### src/issue_settings.svh
// width and count macros for the issue and read-operands stage
`ifndef ISSUE_SETTINGS_SVH
`define ISSUE_SETTINGS_SVH

// --------------------------------------------------
// datapath
// --------------------------------------------------
// integer datapath width
`define ISSUE_XLEN 64
// zimm field width, taken from the rs1 slot
`define ISSUE_ZIMM_BITS 5

// --------------------------------------------------
// register file and scoreboard
// --------------------------------------------------
// architectural register address width
`define ISSUE_REG_ADDR_BITS 5
// number of integer registers, x0 included
`define ISSUE_NR_REGS 32
// write ports coming back from commit
`define ISSUE_NR_COMMIT_PORTS 2
// scoreboard transaction id width
`define ISSUE_TRANS_ID_BITS 3

`endif
### src/issue_pkg.sv
// unit and operator enums, decoded instruction, forwarding, commit and issue bundles
`include "issue_settings.svh"

package issue_pkg;

    // functional unit an instruction is routed to
    typedef enum logic [2:0] {
        NONE,
        ALU,
        CTRL_FLOW,
        LOAD,
        STORE,
        MULT,
        CSR
    } fu_t;

    // operator subset, ADD first so it is the idle value
    typedef enum logic [6:0] {
        ADD, SUB, XORL, ORL, ANDL, SLL, SRL, SRA, SLTS, SLTU,
        EQ, NE, LTS, GES, JALR,
        LD, LW, SD, SW,
        MUL, MULH, DIV, REM,
        CSR_WRITE, CSR_READ, CSR_SET, CSR_CLEAR
    } fu_op_t;

    // decoded instruction as handed over by the scoreboard
    typedef struct packed {
        logic [`ISSUE_XLEN-1:0]          pc;
        logic [`ISSUE_TRANS_ID_BITS-1:0] trans_id;
        fu_t                             fu;
        fu_op_t                          op;
        logic [`ISSUE_REG_ADDR_BITS-1:0] rs1;
        logic [`ISSUE_REG_ADDR_BITS-1:0] rs2;
        logic [`ISSUE_REG_ADDR_BITS-1:0] rd;
        // sign-extended immediate
        logic [`ISSUE_XLEN-1:0]          result;
        logic                            use_imm;
        logic                            use_zimm;
        logic                            use_pc;
        // instruction already carries an exception
        logic                            ex_valid;
        logic                            is_compressed;
    } issue_entry_t;

    // scoreboard answer for one source register
    typedef struct packed {
        logic [`ISSUE_XLEN-1:0] value;
        logic                   valid;
    } fwd_t;

    // one write from the commit stage
    typedef struct packed {
        logic [`ISSUE_REG_ADDR_BITS-1:0] waddr;
        logic [`ISSUE_XLEN-1:0]          wdata;
        logic                            we;
    } commit_port_t;

    // per register, the unit that will write it next
    typedef fu_t [`ISSUE_NR_REGS-1:0] clobber_t;

    // ID/EX bundle towards the units
    typedef struct packed {
        fu_t                             fu;
        fu_op_t                          operator;
        logic [`ISSUE_XLEN-1:0]          operand_a;
        logic [`ISSUE_XLEN-1:0]          operand_b;
        logic [`ISSUE_XLEN-1:0]          imm;
        logic [`ISSUE_TRANS_ID_BITS-1:0] trans_id;
    } fu_data_t;

    // one-cycle start pulses, at most one set
    typedef struct packed {
        logic alu;
        logic branch;
        logic lsu;
        logic mult;
        logic csr;
    } unit_valid_t;

endpackage

### src/operand_stage.sv
// operand select mux and ID/EX registers with one-hot unit valids and flush
`timescale 1ns/1ps
`include "issue_settings.svh"

module operand_stage (
    input  logic                          clk_i,
    input  logic                          rst_ni,
    input  logic                          flush_i,
    input  issue_pkg::issue_entry_t       issue_instr_i,
    input  logic                          issue_ack_i,
    input  logic                          issue_instr_valid_i,
    input  logic                          fwd_rs1_i,
    input  logic                          fwd_rs2_i,
    input  issue_pkg::fwd_t               rs1_fwd_i,
    input  issue_pkg::fwd_t               rs2_fwd_i,
    input  logic [`ISSUE_XLEN-1:0]        rdata_a_i,
    input  logic [`ISSUE_XLEN-1:0]        rdata_b_i,
    output issue_pkg::fu_data_t           fu_data_o,
    output logic [`ISSUE_XLEN-1:0]        pc_o,
    output logic                          is_compressed_o,
    output issue_pkg::unit_valid_t        valid_o,
    output logic                          mult_issued_o
);
    import issue_pkg::*;

    fu_data_t    fu_data_d;
    unit_valid_t valid_d;

    // --------------------------------------------------
    // operand select
    // --------------------------------------------------
    always_comb begin : operand_mux
        fu_data_d.fu       = issue_instr_i.fu;
        fu_data_d.operator = issue_instr_i.op;
        fu_data_d.trans_id = issue_instr_i.trans_id;
        fu_data_d.imm      = issue_instr_i.result;

        // operand a, zimm over pc over forward over regfile
        if (issue_instr_i.use_zimm) begin
            fu_data_d.operand_a = {{(`ISSUE_XLEN-`ISSUE_ZIMM_BITS){1'b0}},
                                   issue_instr_i.rs1[`ISSUE_ZIMM_BITS-1:0]};
        end else if (issue_instr_i.use_pc) begin
            fu_data_d.operand_a = issue_instr_i.pc;
        end else if (fwd_rs1_i) begin
            fu_data_d.operand_a = rs1_fwd_i.value;
        end else begin
            fu_data_d.operand_a = rdata_a_i;
        end

        // stores and branches keep rs2 in b, their immediate travels in imm
        if (issue_instr_i.use_imm && (issue_instr_i.fu != STORE) &&
            (issue_instr_i.fu != CTRL_FLOW)) begin
            fu_data_d.operand_b = issue_instr_i.result;
        end else if (fwd_rs2_i) begin
            fu_data_d.operand_b = rs2_fwd_i.value;
        end else begin
            fu_data_d.operand_b = rdata_b_i;
        end
    end

    // --------------------------------------------------
    // unit valids
    // --------------------------------------------------
    always_comb begin : valid_next
        valid_d = '0;
        if (issue_instr_valid_i && issue_ack_i && !issue_instr_i.ex_valid) begin
            case (issue_instr_i.fu)
                ALU:         valid_d.alu    = 1'b1;
                CTRL_FLOW:   valid_d.branch = 1'b1;
                LOAD, STORE: valid_d.lsu    = 1'b1;
                MULT:        valid_d.mult   = 1'b1;
                CSR:         valid_d.csr    = 1'b1;
                default:     valid_d        = '0;
            endcase
        end
        // flushed instruction must not start a unit
        if (flush_i) begin
            valid_d = '0;
        end
    end

    // --------------------------------------------------
    // ID/EX registers
    // --------------------------------------------------
    // data follows the input every cycle, only the valids qualify it
    always_ff @(posedge clk_i or negedge rst_ni) begin
        if (!rst_ni) begin
            fu_data_o       <= '{fu: NONE, operator: ADD, default: '0};
            pc_o            <= '0;
            is_compressed_o <= 1'b0;
            valid_o         <= '0;
        end else begin
            fu_data_o       <= fu_data_d;
            pc_o            <= issue_instr_i.pc;
            is_compressed_o <= issue_instr_i.is_compressed;
            valid_o         <= valid_d;
        end
    end

    // fed back to block non-multiplies next cycle
    assign mult_issued_o = valid_o.mult;

    a_valid_onehot: assert property (@(posedge clk_i) disable iff (!rst_ni) $onehot0(valid_o))
        else $error("more than one unit valid at once");

    a_operands_known: assert property (@(posedge clk_i) disable iff (!rst_ni)
        (valid_o != '0) |-> (!$isunknown(fu_data_o.operand_a) && !$isunknown(fu_data_o.operand_b)))
        else $error("unknown operand issued to a unit");

endmodule

### config.mk
export PLATFORM = sky130hd
export DESIGN_NAME = operand_stage
export DESIGN_NICKNAME = d
export VERILOG_FILES = /design/src/issue_pkg.sv /design/src/operand_stage.sv
export VERILOG_INCLUDE_DIRS = /design/src /design/src/src
export SDC_FILE = /design/constraint.sdc
export NUM_CORES = 1
export LEC_CHECK = 0
export BUFFER_PORTS_ARGS = -buffer_cell sky130_fd_sc_hd__clkbuf_2
export CAP_MARGIN = 20
export CORE_AREA = 2 2 276 278
export CTS_CLUSTER_SIZE = 10
export DETAILED_ROUTE_END_ITERATION = 10
export DIE_AREA = 0 0 278 280
export PLACE_DENSITY = 0.34
export SYNTH_ARGS = -nofsm -noshare
export SYNTH_HDL_FRONTEND = slang
export SYNTH_SLANG_ARGS = --single-unit
### constraint.sdc
create_clock -name clk_i -period 0.8 [get_ports clk_i]
set_input_delay 0.16 -clock clk_i [delete_from_list [all_inputs] [get_ports clk_i]]
set_output_delay 0.16 -clock clk_i [all_outputs]
set_load 0.05 [all_outputs]
### Yosys cells after proc, flatten, opt, wreduce, memory -nomap -nowiden

Index checks and enable logic that the tools add are counted.

| operators by class | value |
|---|---|
| equal/unequal tests | 8 |
| muxes and demuxes | 12 |
| reductions and logical operators | 6 |

Operators by type and width:

| operator | number |
|---|---|
| 2-to-1 mux 64 bit | 5 |
| 2-to-1 mux 5 bit | 2 |
| equality test 3 bit, second input constant | 3 |
| equality test 3 x 2 -> 1 bit, second input constant | 2 |
| 2-to-1 mux 1 bit | 5 |
| logical AND 1 bit | 4 |
| equality test 3 x 1 -> 1 bit, second input constant | 1 |
| != test 3 x 2 -> 1 bit, second input constant | 1 |
| != test 3 bit, second input constant | 1 |
| OR reduction 2 bit | 1 |
| zero test 1 bit | 1 |

| storage, ports and cells | value |
|---|---|
| bits in registers | 275 |
| input bits | 426 |
| output and inout port bits | 276 |
| word-level logic and storage cells | 39 |

### Depth between registers and ports, before layout

| logic depth | value |
|---|---|
| depth after elaboration | 5 |
| mapped depth | 5 |
| depth with buffers taken out | 3 |

### Worst setup path after synthesis

No wires, ideal clock.

| path | value |
|---|---|
| kind | input-to-reg |
| start | input port fwd_rs2_i |
| end | register fu_data_o[110] (netlist name) |
| setup time | 0.125 ns |
| arrival | 1.286 ns |
| setup slack | -0.610 ns |
| cell stages on the path | 4 |
| path buffers | 2 |
| path through | buf_2 > clkbuf_1 > mux2_2 > mux2_2 |

RTL lines:

| element | line | source |
|---|---|---|
| start, declared | operand_stage.sv:13 | `input logic fwd_rs2_i,` |
| end signal, assigned | operand_stage.sv:93 | `fu_data_o <= fu_data_d;` |
| end, declared | operand_stage.sv:18 | `output issue_pkg::fu_data_t fu_data_o,` |

### Final worst setup path

| path | value |
|---|---|
| start | register fu_data_o[131] (netlist name) |
| end | output port fu_data_o[131] (netlist name) |

No word-level cell between the ends.

==> results.yml <==
clock_tree:
  cts_tree: "done"
  path_clk_slew_ns: 0.06
  h-tree-depth: 2
  cts.sinks: 275
  ctsLongestPathBuffers: 3
  cts_buffers: 36
  clock-root-buffer: "clkbuf_16"
drt:
  via_per_inst: 3.48
  dr.pass1.iters: 4
  finalWirelength_um: 45300
  drcViolationCount: 0
  vias: 9022
  wl_per_cell_um: 17.5
  first_iter_violations: 174
  ant_nets: 0
power_and_ir_drop:
  ir_drop_v: 0.00100
  total_power_uw: 43400
  pwr_density_cell_nw_per_um2: 1920
  cellLeakagePower_uw: 0.0111
timing:
  finalHoldViolations: 9
  max_clock_freq_ghz: 0.770
  holdWs_ns: -0.0375
  drv_slew: 0
  fin_crit_sh: 1.62
  worst_pin_slew_ns: 0.305
  setup_ws_ns: -0.499
  relSlewSlack: 0.797
  finalSetupViolations: 342
  rsz0062_at_grt: "yes"
  period_minus_slack_ns: 1.30
  tns_ns: -126.02
die:
  ios: 702
  die_w_um: 278
  core_area_um2: 75200
  start_util: 0.136
  num_rows: 101
  die_area_um2: 77800
  die_h_um: 280
worst_hold_path:
  min_to: "valid_o[4]"
  whs_path_depth: 3
  min_from: "issue_ack_i"
  hold_path_class: "primary input to flop"
critical_path:
  cp_max_fo: 1
  slowest_stage: "dfrtp_2"
  crit_buf_inv: 1
  critPathTopFamily: "flip-flops"
  startpoint_type: "flop"
  crit_path_max_incr_delay_ns: 0.44
  endpoint_kind: "output pin"
  cp_cell_sequence: "buf_12"
  worstPathArrival_ns: 1.14
  crit_type: "flop to output pin"
  cp_data_required_time_ns: 0.64
logic_synthesis:
  syn_nets: 1076
  synth_top_family_by_area: "multiplexers"
  synth_seq_cells: 275
  synth_fa_ha_area_frac: 0
  avgSynthCellArea_um2: 15.8
  syn-cell-area_um2: 10200
  synth_top_area_frac: 0.672
  synth-simple-area-share: 0.0292
  synthMuxAreaShare: 0.274
  yosysTopAreaCell: "dfrtp_1"
  synth_xor_area_frac: 0.000855
  postSynthCellCount: 650
  yosysWarningCount: 0
  synth-compound-area-share: 0.00452
  synthTopCellsByArea: "dfrtp_1, mux2_2, mux2i_1"
  ys_types: 22
  ys_seq_area_frac: 0.672
outcome:
  violations: "negative hold slack, negative setup slack"
  status: "complete, but fails checks"
placed_design:
  portBuffers: 689
  dp_hpwl_um: 34000
  globalplace.congestion: 0.819
grt:
  grt_usage: 0.114
  grt_max_degree: 48
  grt_pass1_wl_um: 65800
  grt_pass1_vias: 10600
  antenna_found_initial: 3
  grt.overflow.total: 0
layout:
  drive_gt1_frac: 0.598
  seqCellArea_um2: 6890
  n_fill_cell: 7599
  finish.utilization: 0.301
  multi_input_area_um2: 3680
  fin_nets: 2016
  area_delta_synth_final_pct: 121
run:
  maxCapViolations: 0
==> report_power, final <==
part           switching (uW)  internal, uW
combinational            6020          6080
clock                    6150          9640
sequential                683         14900
==> area by class of cell <==
class                   instances  share of cell area
repair buffers                938               0.428
flip-flops and latches        275               0.305
multi-input cells             338               0.163
well taps                     978              0.0541
clock buffers                  56              0.0485
clock inverters                 2             0.00155
inverters                       1            0.000166
diodes                          1            0.000111
==> registers in the layout (all words and copies together), names as in the netlist <==
| signal | flops |
|---|---|
| fu_data_o | 205 |
| is_compressed_o | 1 |
| pc_o | 64 |
| valid_o | 4 |
| mult_issued_o | 1 |
==> per-stage QoR <==
step / area, um^2 / std cells / setup slack (ns)
floorplan: 10800 / 650 / -0.441
global placement: 16500 / 2343 / -0.748
detailed placement: 16500 / 2343 / -0.747
CTS: 22400 / 2644 / -0.556
global route: 22600 / 2589 / -0.547
finish: 22600 / 2589 / -0.499
==> placed cells by master, fill, tap and decap left out, types with 2 or more instances in the layout <==
master,Yosys,layout
dlygate4sd3_1,0,205
mux2_4,0,127
clkbuf_16,0,39
dfrtp_2,0,6
nor2_1,61,61
buf_4,3,41
buf_8,0,228
clkbuf_8,0,11
o21ai_1,0,5
dlymetal6s4s_1,0,25
mux2i_1,64,62
dfrtp_1,275,269
buf_12,0,79
buf_2,17,2
mux2i_2,0,2
mux2_2,187,65
nand2b_1,2,2
buf_16,0,7
clkbuf_1,10,9
clkbuf_2,0,348
nand2_1,5,5
==> kinds of logic after synthesis <==
| group | count (synthesis) |
|---|---|
| flops | 275 |
| mux | 256 |
| simple gates | 74 |
| buf+inv | 37 |
| compound gates | 7 |
| xor+xnor | 1 |
==> worst max path at each step <==
stage                       from        endpoint  depth (start not counted)  slack (ns)
6_report          fu_data_o[131]  fu_data_o[131]                          1       -0.50
5_1_grt            mult_issued_o      valid_o[1]                          1       -0.55
4_1_cts            mult_issued_o      valid_o[1]                          1       -0.56
3_5_place_dp   issue_instr_i[93]   fu_data_o[96]                          5       -0.75
3_3_place_gp   issue_instr_i[93]   fu_data_o[98]                          5       -0.75
2_1_floorplan  issue_instr_i[93]   fu_data_o[70]                          4       -0.44
==> cell usage after synthesis <==
library cell,number
a21oi_1,1
buf_1,2
buf_2,17
buf_4,3
buf_6,4
clkbuf_1,10
dfrtp_1,275
inv_1,1
mux2_1,5
mux2_2,187
mux2i_1,64
nand2_1,5
nand2b_1,2
nand3_1,1
nand4bb_1,1
nor2_1,61
nor3_1,2
o21ai_0,5
o21ai_4,1
or2_2,1
or3_1,1
xnor2_1,1
==> per-layer routing <==
| layer | GRT usage | up-vias | part of all wire |
|---|---|---|---|
| met5 | 0 | - | 0 |
| met4 | 0.0471 | 0 | 0.038 |
| met3 | 0.0440 | 69 | 0.093 |
| met2 | 0.216 | 476 | 0.54 |
| met1 | 0.109 | 4354 | 0.33 |
| li1 | - | 4123 | - |
==> repair_timing <==
item,4_1_cts,5_1_grt
pin swaps,1,47
hold buffers,230,1
endpoints found under the setup margin,340,391
gates cloned,8,1
endpoints found under the hold margin,549,66
buffers inserted,5,3
resized for setup,492,292
Note: power is estimated with default switching activity, not from simulation.
