`config.mk`:
```
export PLATFORM = sky130hd
export DESIGN_NAME = issue_hazard_unit
export DESIGN_NICKNAME = d
export VERILOG_FILES = /design/src/issue_pkg.sv /design/src/issue_hazard_unit.sv
export VERILOG_INCLUDE_DIRS = /design/src /design/src/src
export SDC_FILE = /design/constraint.sdc
export NUM_CORES = 1
export LEC_CHECK = 0
export BUFFER_PORTS_ARGS = -buffer_cell sky130_fd_sc_hd__clkbuf_2
export CAP_MARGIN = 40
export CORE_AREA = 8 8 200 202
export DETAILED_ROUTE_END_ITERATION = 7
export DIE_AREA = 0 0 208 210
export GPL_TIMING_DRIVEN = 0
export PLACE_DENSITY = 0.3
export SYNTH_ARGS = -nofsm -noshare
export SYNTH_HDL_FRONTEND = slang
export SYNTH_SLANG_ARGS = --single-unit
```
`constraint.sdc`:
```
create_clock -name vclk -period 4.08
set_clock_uncertainty 0.2 [all_clocks]
set_input_delay 1.02 -clock vclk [all_inputs]
set_output_delay 1.02 -clock vclk [all_outputs]
set_load 0.01 [all_outputs]
```
`src/issue_settings.svh`:
```
// width and count macros for the issue and read-operands stage
`ifndef ISSUE_SETTINGS_SVH
`define ISSUE_SETTINGS_SVH

// --------------------------------------------------
// datapath
// --------------------------------------------------
// integer datapath width
`define ISSUE_XLEN 64
// zimm field width, taken from the rs1 slot
`define ISSUE_ZIMM_BITS 5

// --------------------------------------------------
// register file and scoreboard
// --------------------------------------------------
// architectural register address width
`define ISSUE_REG_ADDR_BITS 5
// number of integer registers, x0 included
`define ISSUE_NR_REGS 32
// write ports coming back from commit
`define ISSUE_NR_COMMIT_PORTS 2
// scoreboard transaction id width
`define ISSUE_TRANS_ID_BITS 3

`endif
```
`src/issue_pkg.sv`:
```
// unit and operator enums, decoded instruction, forwarding, commit and issue bundles
`include "issue_settings.svh"

package issue_pkg;

    // functional unit an instruction is routed to
    typedef enum logic [2:0] {
        NONE,
        ALU,
        CTRL_FLOW,
        LOAD,
        STORE,
        MULT,
        CSR
    } fu_t;

    // operator subset, ADD first so it is the idle value
    typedef enum logic [6:0] {
        ADD, SUB, XORL, ORL, ANDL, SLL, SRL, SRA, SLTS, SLTU,
        EQ, NE, LTS, GES, JALR,
        LD, LW, SD, SW,
        MUL, MULH, DIV, REM,
        CSR_WRITE, CSR_READ, CSR_SET, CSR_CLEAR
    } fu_op_t;

    // decoded instruction as handed over by the scoreboard
    typedef struct packed {
        logic [`ISSUE_XLEN-1:0]          pc;
        logic [`ISSUE_TRANS_ID_BITS-1:0] trans_id;
        fu_t                             fu;
        fu_op_t                          op;
        logic [`ISSUE_REG_ADDR_BITS-1:0] rs1;
        logic [`ISSUE_REG_ADDR_BITS-1:0] rs2;
        logic [`ISSUE_REG_ADDR_BITS-1:0] rd;
        // sign-extended immediate
        logic [`ISSUE_XLEN-1:0]          result;
        logic                            use_imm;
        logic                            use_zimm;
        logic                            use_pc;
        // instruction already carries an exception
        logic                            ex_valid;
        logic                            is_compressed;
    } issue_entry_t;

    // scoreboard answer for one source register
    typedef struct packed {
        logic [`ISSUE_XLEN-1:0] value;
        logic                   valid;
    } fwd_t;

    // one write from the commit stage
    typedef struct packed {
        logic [`ISSUE_REG_ADDR_BITS-1:0] waddr;
        logic [`ISSUE_XLEN-1:0]          wdata;
        logic                            we;
    } commit_port_t;

    // per register, the unit that will write it next
    typedef fu_t [`ISSUE_NR_REGS-1:0] clobber_t;

    // ID/EX bundle towards the units
    typedef struct packed {
        fu_t                             fu;
        fu_op_t                          operator;
        logic [`ISSUE_XLEN-1:0]          operand_a;
        logic [`ISSUE_XLEN-1:0]          operand_b;
        logic [`ISSUE_XLEN-1:0]          imm;
        logic [`ISSUE_TRANS_ID_BITS-1:0] trans_id;
    } fu_data_t;

    // one-cycle start pulses, at most one set
    typedef struct packed {
        logic alu;
        logic branch;
        logic lsu;
        logic mult;
        logic csr;
    } unit_valid_t;

endpackage

```
`src/issue_hazard_unit.sv`:
```
// source clobber and forward check, unit busy, WAW check and issue acknowledge
`timescale 1ns/1ps
`include "issue_settings.svh"

module issue_hazard_unit (
    input  issue_pkg::issue_entry_t                              issue_instr_i,
    input  logic                                                 issue_instr_valid_i,
    input  issue_pkg::clobber_t                                  rd_clobber_i,
    input  issue_pkg::fwd_t                                      rs1_fwd_i,
    input  issue_pkg::fwd_t                                      rs2_fwd_i,
    input  issue_pkg::commit_port_t [`ISSUE_NR_COMMIT_PORTS-1:0] commit_i,
    input  logic                                                 flu_ready_i,
    input  logic                                                 lsu_ready_i,
    input  logic                                                 mult_issued_i,
    output logic                                                 issue_ack_o,
    output logic                                                 fwd_rs1_o,
    output logic                                                 fwd_rs2_o
);
    import issue_pkg::*;

    fu_t  rs1_clobber;
    fu_t  rs2_clobber;
    logic stall;
    logic fu_busy;
    logic rd_free;
    logic rd_committing;

    assign rs1_clobber = rd_clobber_i[issue_instr_i.rs1];
    assign rs2_clobber = rd_clobber_i[issue_instr_i.rs2];

    // --------------------------------------------------
    // source operands
    // --------------------------------------------------
    // a clobbered source is taken from the scoreboard if it is there
    // CSR results never come over the forward path
    always_comb begin : source_check
        stall     = 1'b0;
        fwd_rs1_o = 1'b0;
        fwd_rs2_o = 1'b0;
        // zimm sits in the rs1 slot, nothing to wait on
        if (!issue_instr_i.use_zimm && (rs1_clobber != NONE)) begin
            if (rs1_fwd_i.valid && (rs1_clobber != CSR)) begin
                fwd_rs1_o = 1'b1;
            end else begin
                stall = 1'b1;
            end
        end
        if (rs2_clobber != NONE) begin
            if (rs2_fwd_i.valid && (rs2_clobber != CSR)) begin
                fwd_rs2_o = 1'b1;
            end else begin
                stall = 1'b1;
            end
        end
    end

    // --------------------------------------------------
    // unit availability
    // --------------------------------------------------
    always_comb begin : unit_busy
        case (issue_instr_i.fu)
            ALU, CTRL_FLOW, CSR, MULT: fu_busy = ~flu_ready_i;
            LOAD, STORE:               fu_busy = ~lsu_ready_i;
            default:                   fu_busy = 1'b0;
        endcase
    end

    // --------------------------------------------------
    // WAW on rd
    // --------------------------------------------------
    assign rd_free = (rd_clobber_i[issue_instr_i.rd] == NONE);

    // rd retired by commit this very cycle counts as free
    always_comb begin : rd_commit_bypass
        rd_committing = 1'b0;
        for (int unsigned p = 0; p < `ISSUE_NR_COMMIT_PORTS; p++) begin
            if (commit_i[p].we && (commit_i[p].waddr == issue_instr_i.rd)) begin
                rd_committing = 1'b1;
            end
        end
    end

    // --------------------------------------------------
    // acknowledge
    // --------------------------------------------------
    always_comb begin : issue_ack
        issue_ack_o = 1'b0;
        if (issue_instr_valid_i) begin
            if (!stall && !fu_busy && (rd_free || rd_committing)) begin
                issue_ack_o = 1'b1;
            end
            // excepted or unit-less instructions just drain, no unit needed
            if (issue_instr_i.ex_valid || (issue_instr_i.fu == NONE)) begin
                issue_ack_o = 1'b1;
            end
        end
        // shared result bus is taken by the multiply in flight
        if (mult_issued_i && (issue_instr_i.fu != MULT)) begin
            issue_ack_o = 1'b0;
        end
    end

endmodule

```
# Word level (Yosys, flattened, before mapping)
# Index checks and enable logic that the tools add are counted.
totals:
  wordCells: 56
  romBits: 0
  out_inout_bits: 3
  in_bits: 531
  latchBits: 0
  n_memories: 0
  reg_bits: 0
  ramBits: 0
op_classes:
  reduce_logical: 19
  magnitude_cmp: 3
  addsub: 0
  n_eq_ne: 11
  shift: 0
  n_mul: 0
  muxes: 21
  bitwise: 2
  n_div: 0
ops:
  columns: ["op", "count"]
  rows:
  - ["$bmux W3 S5", 3]
  - ["$lt A5 B6 Y1 const B", 3]
  - ["$mux W1", 14]
  - ["$eq A5 B5 Y1", 2]
  - ["$eq A3 B3 Y1 const B", 3]
  - ["$mux W3", 3]
  - ["$ne A3 B3 Y1 const B", 3]
  - ["$logic_and A1 B1 Y1", 8]
  - ["$eq A3 B2 Y1 const B", 2]
  - ["$logic_not A3 Y1", 2]
  - ["$reduce_bool A3 Y1", 2]
  - ["$reduce_or A4 Y1", 1]
  - ["$eq A3 B1 Y1 const B", 1]
  - ["$logic_not A1 Y1", 3]
  - ["$logic_or A1 B1 Y1", 2]
  - ["$not A1 Y1", 2]
  - ["$pmux W1 S2", 1]
  - ["$reduce_or A2 Y1", 1]

# Logic depth before layout (Yosys ltp)
# Gate-level depths: netlist of run 1.
logic_depth:
  word_depth: 15
  depth_mapped: 11
  ltp_nobuf: 8

# Worst setup path before layout of run 1
# Ideal clock, no wire load.
synth_path:
  kind: "in2out"
  start: "input issue_instr_i[74] (netlist bit)"
  end: "output issue_ack_o"
  arrival_time_ns: 2.910
  path_stages: 8
  slack_ns: -0.050
  n_path_buf: 2
  path_cell_list: "clkbuf_1 buf_2 mux4_2 nor2_1 o21ai_1 o41a_1 o2111ai_1 o22ai_1"
synth_via:
  elab_chain_cells: 13
synth_rtl:
  columns: ["element", "line", "rtl"]
  rows:
  - ["start, declared", "issue_hazard_unit.sv:6", "input issue_pkg::issue_entry_t issue_instr_i,"]
  - ["$bmux W3 S5 (*)", "issue_hazard_unit.sv:29", "assign rs2_clobber = rd_clobber_i[issue_instr_i.rs2];"]
  - ["$mux W3 (not written as such) (*)", "issue_hazard_unit.sv:29", null]
  - ["$ne A3 B3 Y1", "issue_hazard_unit.sv:49", "if (rs2_fwd_i.valid && (rs2_clobber != CSR)) begin"]
  - ["$logic_and A1 B1 Y1", "issue_hazard_unit.sv:49", null]
  - ["$mux W1", "issue_hazard_unit.sv:49", null]
  - ["$mux W1 (*)", "issue_hazard_unit.sv:48", "if (rs2_clobber != NONE) begin"]
  - ["$logic_not A1 Y1 (*)", "issue_hazard_unit.sv:89", "if (!stall && !fu_busy && (rd_free || rd_committing)) begin"]
  - ["$logic_and A1 B1 Y1 (*) (2 in a row)", "issue_hazard_unit.sv:89", null]
  - ["$mux W1 (*)", "issue_hazard_unit.sv:89", null]
  - ["$mux W1 (*)", "issue_hazard_unit.sv:93", "if (issue_instr_i.ex_valid || (issue_instr_i.fu == NONE)) begin"]
  - ["$mux W1 (*)", "issue_hazard_unit.sv:88", "if (issue_instr_valid_i) begin"]
  - ["$mux W1 (*)", "issue_hazard_unit.sv:98", "if (mult_issued_i && (issue_instr_i.fu != MULT)) begin"]
  - ["end, declared", "issue_hazard_unit.sv:15", "output logic issue_ack_o,"]
# Every way passes the cells marked *; elsewhere a longest branch is shown, timed or not. The select of a mux whose other input is x is not followed.

# Final worst setup path of run 1
layout_path:
  start: "input issue_instr_i[75] (netlist bit)"
  end: "output issue_ack_o"
# The elaborated chain is that of the path after synthesis.

==> results.txt, run 1 <==
The flow ran to the end, but the final reports show violations. The final reports fail on negative setup slack. The path class of the tightest hold or removal check is primary input to output pin. The final routed wire length divided by cell count came out at roughly 22 um. The post-detailed-route via-to-cell ratio came out at ~3.8. The arrival time of the worst setup path is ~3100 ps. Summing every instance area after synthesis gives 0.00244 sq mm. With fillers left out, the area of the finished cells amounts to 0.00418 sq mm. The number of optimization iterations in the first detailed-route pass is 5. The combined flip-flop and latch cell area came out at 0 sq um.

The transition time at the pin with the least slew margin came out at 644 ps. The critical path required time came out at between 2000 and 3000 ps. The chip height is roughly 210 um. The number of distinct standard cells referenced by the synthesized netlist is 54.

The number of vias in the routed layout is between 3k and 4k. Entering global routing, the biggest net connects 11 pins. For this run, the total global-route usage over all layers was measured as 0.0870. The final setup violation count is 3. In the final timing run, aggregate negative setup slack is -530 ps. The power after layout came out at 489 uW. In the synthesized netlist, the cells that appear most often are 31 x mux4_2, 29 x mux2i_1, 15 x nor3_1, 15 x nor4_1, 14 x a21oi_1. The via count of the first global-routing pass came out at ~3.5k. The area fraction of the dominant cell type after synthesis is 0.286. The detailed router's first-iteration violation count came out at 310. The routed wire length is 20100 um. Sorting the synthesized cells by area gives the leading types as mux4_2 29%, mux2i_1 12%, mux4_1 5.4%. In the routed design, unresolved DRC markers number 0. The post-route antenna net violation count is 0. In the finished design the tool counted flip-flops and latches totalling 0.

In the post-synthesis netlist, the cell with the most instances is mux4_2. The first-pass GRT wire length came out at between 20000 and 30000 um. The total overflow reported by the global router is 0. STA classifies the critical path startpoint as a primary input. The power per cell area is between 100 and 150 mW/mm^2. The setup slack after layout is -270 ps.

For this run, the register share of the synthesized area comes to 0. Setup repair after global routing could not meet its margin everywhere. The minimum period implied by the final worst setup slack came out at ~4400 ps. For this configuration, the core starts out at a cell density of 0.0661. The cell leakage power came out at roughly 1.6 nW. The area growth from synthesis to layout is 71.1%. After synthesis, the mean cell area works out to ~9 sq um.

Synthesis handed over a netlist of 272 instances. The peak supply drop came out at between 0.015 and 0.02 mV. The number of slew-limit violations in the final report came out at 0. The critical path is of the primary input to output pin type. Headroom to the max-slew limit came out at 0.571. The weighted congestion reported at the end of routability-driven placement is roughly 0.8. In the final layout, the share of cells above drive strength 1 is 0.550. The count of buffers added on input and output ports is roughly 130. The worst hold path terminates at fwd_rs1_o. The post-layout net count came out at between 900 and 1k. The placed instance area came out at 0.00371 sq mm.

STA classifies the critical path endpoint as an output pin. The die outline width came out at between 200 and 250 um. The critical-path maximum fanout came out at 5. The final hold violation count came out at 0. Dividing the final minimum period by the clock period gives 1.07.

Clock buffers in the final layout number 0. The initial antenna violation count is 17. The number of primary I/O pins is around 530. The hold-critical path depth came out at 4.

The total core area came out at around 0.037 sq mm. The floorplan has between 70 and 80 rows. The full die area came out at between 0.04 and 0.05 sq mm. The max-capacitance violation count is 0.

The number of warnings printed during yosys synthesis is 0. Of all cell types, the one taking the most synthesized area is mux4_2. The detailed placer's ending HPWL came out at ~18000 um.

The total of hold buffers inserted after clock tree synthesis came out at 0. The worst hold path begins at rs1_fwd_i[0]. The post-synth net total came out at 806. The highest attainable clock frequency is 230 MHz. The worst slack after detailed placement came out at -877 ps.
## routing by layer
| layer | GRT usage | wire [um] | vias up |
|---|---|---|---|
| met2 | 0.110 | 7150 | 215 |
| met4 | 0.000489 | 55 | 22 |
| met1 | 0.129 | 9700 | 1657 |
| met5 | 0 | 126 | - |
| li1 | - | - | 1457 |
| met3 | 0.0498 | 3050 | 26 |
## power by group
| group | internal [mW] | switching (mW) | leakage [nW] | total (mW) |
|---|---|---|---|---|
| combinational | 0.231 | 0.258 | 1.61 | 0.489 |
| clock | 0.000000164 | 0 | 0.0000317 | 0.000000164 |
| sequential | 0 | 0 | 0 | 0 |
| total | 0.231 | 0.258 | 1.61 | 0.489 |
## layout make-up
class	count	area, sq um
buffer	25	264
inverter	9	33.8
multi-input combinational	238	2430
timing repair buffer	146	842
fill	4308	32800
antenna	5	12.5
tap	474	593
## per-stage QoR
stage	util	std cells	hold slack, ps
after floorplan	-	272	1940
after global placement	0.100	877	2210
after detailed placement	0.100	878	2210
after CTS	0.111	889	2190
after global routing	0.113	896	2230
final	0.113	897	2200
## worst max-delay path, cell delays in order
cell,delay (ps)
clkbuf_16,130
buf_12,130
mux4_2,550
mux4_2,530
mux2i_4,190
o41a_1,160
o2111ai_2,130
o22ai_2,120
buf_2,160
## cell usage in the layout (no fill, tap or decap), drive strengths merged, types with 4 or more instances in the layout
master and count:
nor3 15, a211oi 7, xor2 8, inv 9, buf 34, xnor2 4
clkbuf 137, diode 5, nor4 15, nand2 10, o211ai 7, nand3 12
mux2 6, a21oi 14, mux4 36, nor2b 4, o2111ai 4, o21ai 7
nor4b 7, mux2i 30, nor2 12
## logic make-up (layout without fill, tap and decap cells)
kind of cell | after synthesis | after routing | share of synthesized area
buffers and inverters | 34 | 180 | 0.0640
AO/OA/AOI/OAI | 66 | 66 | 0.192
multiplexers | 72 | 72 | 0.495
AND/OR/NAND/NOR | 85 | 85 | 0.191
adder cells (fa/ha/maj) | 3 | 3 | 0.0154
other | 0 | 5 | 0
XOR/XNOR | 12 | 12 | 0.0430
## what timing repair did
item	4_1_cts	5_1_grt
pin swaps	9	11
gates cloned	2	0
resized for setup	68	19
setup buffers	9	4
setup endpoints to repair	3	3
## worst max path at each step
stage / startpoint / endpoint / slack [ps] / cells past startpoint
floorplan: issue_instr_i[75] / issue_ack_o / 60 / 7
global placement: issue_instr_i[70] / issue_ack_o / -1050 / 9
detailed placement: issue_instr_i[70] / issue_ack_o / -880 / 11
CTS: issue_instr_i[75] / issue_ack_o / -370 / 9
global route: issue_instr_i[75] / issue_ack_o / -340 / 9
finish: issue_instr_i[75] / issue_ack_o / -270 / 9
(Power assumes the default switching activity.)
==> inputs of run 2 (changes only) <==
--- a/config.mk
+++ b/config.mk
@@ -6,13 +6,14 @@
 export SDC_FILE = /design/constraint.sdc
 export NUM_CORES = 1
 export LEC_CHECK = 0
+export ABC_AREA = 1
 export BUFFER_PORTS_ARGS = -buffer_cell sky130_fd_sc_hd__clkbuf_2
 export CAP_MARGIN = 40
 export CORE_AREA = 8 8 200 202
 export DETAILED_ROUTE_END_ITERATION = 7
 export DIE_AREA = 0 0 208 210
 export GPL_TIMING_DRIVEN = 0
-export PLACE_DENSITY = 0.3
+export PLACE_DENSITY = 0.31
 export SYNTH_ARGS = -nofsm -noshare
 export SYNTH_HDL_FRONTEND = slang
 export SYNTH_SLANG_ARGS = --single-unit
==> results.txt, run 2 <==
The global-route usage over all layers was 0.103 (was 0.0870). The parity-gate share of the synthesized area counting xor and xnor cells is 0.0119 (was 0.0430). The share of post-route cells with drive strength above 1 is 0.252 (was 0.550).

The count of non-filler cells in the finished layout is 1286 (was 897). The compound-cell area share of the yosys netlist was 0.0314 (was 0.192). The post-route antenna net violation count is 0 (unchanged). Leading cell types in the layout, fill and taps excluded: 325 x nand2_1, 167 x nand3_1, 136 x clkbuf_2 (was 132 x clkbuf_2, 33 x mux4_2, 26 x mux2i_1). The number of vias in the routed layout came to 4996 (was 3377).

The total non-filler cell area in the finished layout is 0.00442 sq mm (was 0.00418 sq mm). The highest attainable clock frequency came out at 253 MHz (was 230 MHz). The per-instance average area after synthesis came out at 4.37 sq um (was 8.98 sq um). The mapped cell area is 0.00295 sq mm (was 0.00244 sq mm). The post-detailed-route via-to-cell ratio is 3.88 (was 3.76). The total overflow reported by the global router was 0 (unchanged). The placed instance area came out at 0.00421 sq mm (was 0.00371 sq mm). The peak supply drop was 0.0313 mV (was 0.0192 mV).

The starting density of the core is 0.0799 (was 0.0661). The simple-gate portion of the synthesized area came out at 0.809 (was 0.191). The kind of critical path is primary input to output pin (unchanged). The routed wire length came out at 24000 um (was 20100 um).

The detailed router's first-iteration violation count is 534 (was 310). The number of slew-limit violations in the final report was 0 (unchanged). Outcome: complete, no violations (was finished with violations).

The count of clock-net buffers in the final layout is 0 (unchanged). The number of distinct standard cells referenced by the synthesized netlist came out at 26 (was 54). The post-synth net total came out at 1209 (was 806). The row count is 71 (unchanged). The final setup violation count is 0 (was 3). The total of hold buffers inserted after clock tree synthesis is 0 (unchanged). Cell chain of the critical path: buf_4 -> inv_2 -> buf_12 -> buf_12 -> nand2_1 -> nand3_1 -> nand3_1 -> nand2_2 -> nand2_1 -> nand3_1 -> nand2_2 -> nand3_2 -> nand2_2 -> nand2_4 -> nand3_2 -> a21oi_2 -> buf_2 (was clkbuf_16 -> buf_12 -> mux4_2 -> mux4_2 -> mux2i_4 -> o41a_1 -> o2111ai_2 -> o22ai_2 -> buf_2).

The arrival time of the worst setup path is 2730 ps (was 3130 ps). The transition time at the pin with the least slew margin is 340 ps (was 644 ps). The final hold violation count was 0 (unchanged). The critical path launch point type is a primary input (unchanged). The critical-path maximum fanout was 10 (was 5). The worst-path cell with the longest stage delay was buf_12 (was mux4_2). The final critical-path share of the clock period came out at 0.967 (was 1.07). The final routed wire length divided by cell count was 18.7 um (was 22.4 um).

The most common cell after layout, fill and taps aside is nand2_1 (was clkbuf_2). The chip height is 210 um (unchanged). Ranking of synthesized cells by instance count: 338 x nand2_1, 172 x nand3_1, 61 x nor2_1 (was 31 x mux4_2, 29 x mux2i_1, 15 x nor3_1, 15 x nor4_1, 14 x a21oi_1). The weighted congestion reported at the end of routability-driven placement was 0.842 (was 0.788). The first-pass GRT wire length is 33400 um (was 27600 um). The number of cells after detailed placement came out at 1281 (was 878). The full die area is 0.0437 sq mm (unchanged).

The combined flip-flop and latch cell area was 0 sq um (unchanged). The area fraction of the dominant cell type after synthesis came to 0.430 (was 0.286). The largest area contributor in the synthesized netlist is nand2_1 (was mux4_2). The share of synthesized cell area in full adder, half adder and majority cells came out at 0.0127 (was 0.0154).

The post-layout net count was 1345 (was 954). The area growth from synthesis to layout is 49.7% (was 71.1%). The sum of buffers and inverters on the critical path is 5 (was 3). The cell leakage power was 2.34 nW (was 1.61 nW). The minimum period implied by the final worst setup slack came out at 3950 ps (was 4350 ps).

The die outline width is 208 um (unchanged). The top cell family by delay on the critical path is simple AND/OR/NAND/NOR gates (was multiplexers). The number of warnings printed during yosys synthesis was 0 (unchanged).

The initial antenna violation count came to 15 (was 17). The number of optimization iterations in the first detailed-route pass came to 5 (unchanged). The utilization after layout is 0.120 (was 0.113). The count of flip-flops and latches came out at 0 (unchanged). The setup TNS is 0 ps (was -530 ps). The worst slew slack as a fraction of its limit came out at 0.774 (was 0.571). The detailed placer's ending HPWL came out at 19900 um (was 17600 um). The most repeated cell in the gate-level netlist after synthesis is nand2_1 (was mux4_2).

The delay of the slowest cell on the worst path came out at 150 ps (was 550 ps). The type of the worst min-delay path was primary input to output pin (unchanged). The max-capacitance violation count is 0 (unchanged). The number of primary I/O pins is 534 (unchanged). The total core area came to 0.0370 sq mm (unchanged). The largest net degree at the start of global routing was 20 (was 11). The cell count after synthesis came out at 675 (was 272). The count of port buffers added during placement came out at 132 (was 131). Top cells by area, synth: nand2_1 43%, nand3_1 29%, nor2_1 7.8% (was mux4_2 29%, mux2i_1 12%, mux4_1 5.4%). The power per cell area is 112 mW/mm^2 (was 117 mW/mm^2). The endpoint type of the worst setup path is an output pin (unchanged). The detailed-route DRC error count is 0 (unchanged). The multiplexer share of the synthesized area came out at 0 (was 0.495).

The via count of the first global-routing pass came out at 4830 (was 3478). The part of the Yosys area used for sequential elements is 0 (unchanged). The worst hold margin is 2150 ps (was 2200 ps). The combinational family with the most area after synthesis was simple AND/OR/NAND/NOR gates (was multiplexers). The critical path required time was 2860 ps (about the same).
-- run 2: cell count changes in the layout (fill, tap and decap cells not counted), sizes merged, moves of 8 or more --
cell and change:
xor2 -8, mux2i -30, mux4 -36, nor4 -15
nand2 +330, nor3 -14, a21oi -8, nand3 +160
inv +25, nor2 +49
-- run 2: logic make-up after synthesis --
family	after synthesis
compound gates	16
xor+xnor	4
fa+ha+maj	3
buf+inv	76
simple gates	576
-- run 2: final timing paths --
kind,from,to,slack (ps),depth (start not counted)
setup / recovery,issue_instr_i[79],issue_ack_o,130,17
hold / removal,issue_instr_valid_i,issue_ack_o,2150,4
-- run 2: where the power goes --
group | internal, mW | switching [mW]
Sequential | 0 | 0
Combinational | 0.179 | 0.319
Clock | 0.0000000984 | 0
-- run 2: what timing repair did --
item	in CTS	in global routing
setup buffers	3	0
setup endpoints to repair	2	1
resized for setup	28	40
pin swaps	0	4
-- run 2: layer usage --
layer	GRT usage	share of wire
met1	0.145	0.47
met5	0	0.0064
met3	0.0337	0.11
met4	0.0127	0.014
met2	0.154	0.41
-- run 2: area by class of cell --
| cell class | instances | area [sq um] |
|---|---|---|
| buffer | 40 | 359 |
| tap | 474 | 593 |
| multi-input combinational | 599 | 2620 |
| antenna | 3 | 7.51 |
| timing repair buffer | 135 | 701 |
| fill | 4433 | 32500 |
| inverter | 35 | 145 |
-- run 2: metrics by stage --
stage               setup slack, ps  total power, mW
floorplan                       567            0.242
global placement               -280            0.467
detailed placement             -253            0.467
CTS                            32.6            0.480
global route                  -7.78            0.544
finish                          134            0.497
==> inputs of run 3 (changes only) <==
--- a/config.mk
+++ b/config.mk
@@ -7,7 +7,7 @@
 export NUM_CORES = 1
 export LEC_CHECK = 0
 export ABC_AREA = 1
-export BUFFER_PORTS_ARGS = -buffer_cell sky130_fd_sc_hd__clkbuf_2
+export BUFFER_PORTS_ARGS = -buffer_cell sky130_fd_sc_hd__buf_4
 export CAP_MARGIN = 40
 export CORE_AREA = 8 8 200 202
 export DETAILED_ROUTE_END_ITERATION = 7
==> results.txt, run 3 (synthesis results as in run 2) <==
The post-layout net count is 1344 (was 1345). The first element of the critical path is issue_instr_i[79] (unchanged). The placed instance area is 0.00454 sq mm (was 0.00421 sq mm). The via count of the first global-routing pass is 4845 (was 4830). The detailed placer's ending HPWL came out at 20100 um (was 19900 um). The worst-path cell with the longest stage delay is buf_8 (was buf_12). Leading cell types in the layout, fill and taps excluded: 329 x nand2_1, 170 x nand3_1, 144 x buf_4 (was 325 x nand2_1, 167 x nand3_1, 136 x clkbuf_2). The global-route usage over all layers is 0.106 (was 0.103). The critical path required time came to 2860 ps (about the same). The area of the multi-input gates is 0.00259 sq mm (was 0.00262 sq mm). The detailed router's first-iteration violation count came out at 402 (was 534). The utilization after layout came out at 0.127 (was 0.120). The layout filler cell count came out at 4435 (was 4433).

The number of primary I/O pins came to 534 (unchanged). The kind of critical path is primary input to output pin (unchanged). The hold path startpoint is issue_instr_valid_i (unchanged). The final critical-path share of the clock period came out at 0.968 (was 0.967).

The worst slew slack as a fraction of its limit came out at 0.775 (was 0.774). The combined flip-flop and latch cell area is 0 sq um (unchanged). The post-detailed-route via-to-cell ratio is 3.89 (was 3.88). The weighted congestion reported at the end of routability-driven placement came out at 0.818 (was 0.842). The setup slack after layout is 130 ps (was 134 ps). The chip height came out at 210 um (unchanged).

The endpoint type of the worst setup path was an output pin (unchanged). The sum of buffers and inverters on the critical path came to 5 (unchanged). The final setup violation count came out at 0 (unchanged).

The share of post-route cells with drive strength above 1 came out at 0.243 (was 0.252). The transition time at the pin with the least slew margin is 337 ps (was 340 ps). The power per cell area came to 113 mW/mm^2 (was 112 mW/mm^2). Cell chain of the critical path: buf_4 -> inv_2 -> buf_8 -> buf_12 -> nand2_1 -> nand3_1 -> nand3_1 -> nand2_2 -> nand2_1 -> nand3_1 -> nand2_1 -> nand3_1 -> nand2_2 -> nand2_4 -> nand3_2 -> a21oi_2 -> buf_4 (was buf_4 -> inv_2 -> buf_12 -> buf_12 -> nand2_1 -> nand3_1 -> nand3_1 -> nand2_2 -> nand2_1 -> nand3_1 -> nand2_2 -> nand3_2 -> nand2_2 -> nand2_4 -> nand3_2 -> a21oi_2 -> buf_2). The most common cell after layout, fill and taps aside was nand2_1 (unchanged). The count of port buffers added during placement came out at 132 (unchanged). In this design, the critical path's most frequently occurring cell is nand3_1. The setup TNS came out at 0 ps (unchanged). The number of slew-limit violations in the final report came out at 0 (unchanged). The number of vias in the routed layout came out at 4988 (was 4996).

The final routed wire length divided by cell count is 19.1 um (was 18.7 um). The total core area is 0.0370 sq mm (unchanged). The worst hold margin came out at 2180 ps (was 2150 ps). The number of optimization iterations in the first detailed-route pass came out at 5 (unchanged). The count of flip-flops and latches came out at 0 (unchanged).

The peak supply drop is 0.0314 mV (was 0.0313 mV). The first-pass GRT wire length came out at 34300 um (was 33400 um). The row count is 71 (unchanged).

The max-capacitance violation count came out at 0 (unchanged). The count of clock-net buffers in the final layout is 0 (unchanged). The total non-filler cell area in the finished layout is 0.00468 sq mm (was 0.00442 sq mm). The full die area came out at 0.0437 sq mm (unchanged). The detailed-route DRC error count came to 0 (unchanged). The hold-critical path depth came out at 4 (unchanged). The cell depth of the worst setup path is 17 (unchanged). The critical path launch point type is a primary input (unchanged). The post-route antenna net violation count is 0 (unchanged). The cell leakage power came out at 2.41 nW (was 2.34 nW). The largest net degree at the start of global routing is 20 (unchanged). The power after layout is 530 uW (was 497 uW). The highest attainable clock frequency is 253 MHz (about the same).

Outcome: complete, no violations (unchanged). The minimum period implied by the final worst setup slack is 3950 ps (about the same). The area growth from synthesis to layout came out at 58.6% (was 49.7%). The final hold violation count is 0 (unchanged). The total overflow reported by the global router is 0 (unchanged). The starting density of the core came out at 0.0799 (unchanged). The routed wire length is 24500 um (was 24000 um). The critical-path maximum fanout came out at 10 (unchanged). The count of non-filler cells in the finished layout is 1283 (was 1286). The initial antenna violation count was 4 (was 15). The worst slack after detailed placement is -266 ps (was -253 ps). The total of hold buffers inserted after clock tree synthesis came to 0 (unchanged). The top cell family by delay on the critical path is simple AND/OR/NAND/NOR gates (unchanged). The number of cells after detailed placement came to 1281 (unchanged).

The die outline width was 208 um (unchanged). The delay of the slowest cell on the worst path was 160 ps (was 150 ps). The type of the worst min-delay path is primary input to output pin (unchanged).

The arrival time of the worst setup path came out at 2730 ps (about the same).
[run 3: cell types whose count changed in the layout (fill, tap and decap cells not counted), sizes merged]
cell / previous run / this run
buf: 32 / 166
clkinvlp: 1 / 0
clkbuf: 143 / 8
inv: 34 / 35
diode: 3 / 1
[run 3: power breakdown]
| part | switching [mW] | internal, mW |
|---|---|---|
| Clock | 0 | 0.0000000328 |
| Sequential | 0 | 0 |
| Combinational | 0.318 | 0.213 |
[run 3: path summary, 6_finish.rpt]
check | slack (ps) | to
worst max-delay path | 130 | issue_ack_o
worst min-delay path | 2180 | issue_ack_o
[run 3: final cells by class]
cell class | instances | area share
antenna | 1 | 0.000534
buffer | 39 | 0.0729
inverter | 35 | 0.0296
multi-input combinational | 599 | 0.554
tap | 474 | 0.127
timing repair buffer | 135 | 0.216
[run 3: what timing repair did]
action	in CTS	in global routing
setup endpoints to repair	2	1
gates resized for setup	22	28
pin swaps	0	1
buffers inserted	3	0
[run 3: layer usage]
metal	track usage	routed length, um	vias to the layer above
met4	0.00832	149	4
met1	0.149	11500	2275
met5	0	27	-
met2	0.159	10000	263
li1	-	-	2427
met3	0.0361	2790	19
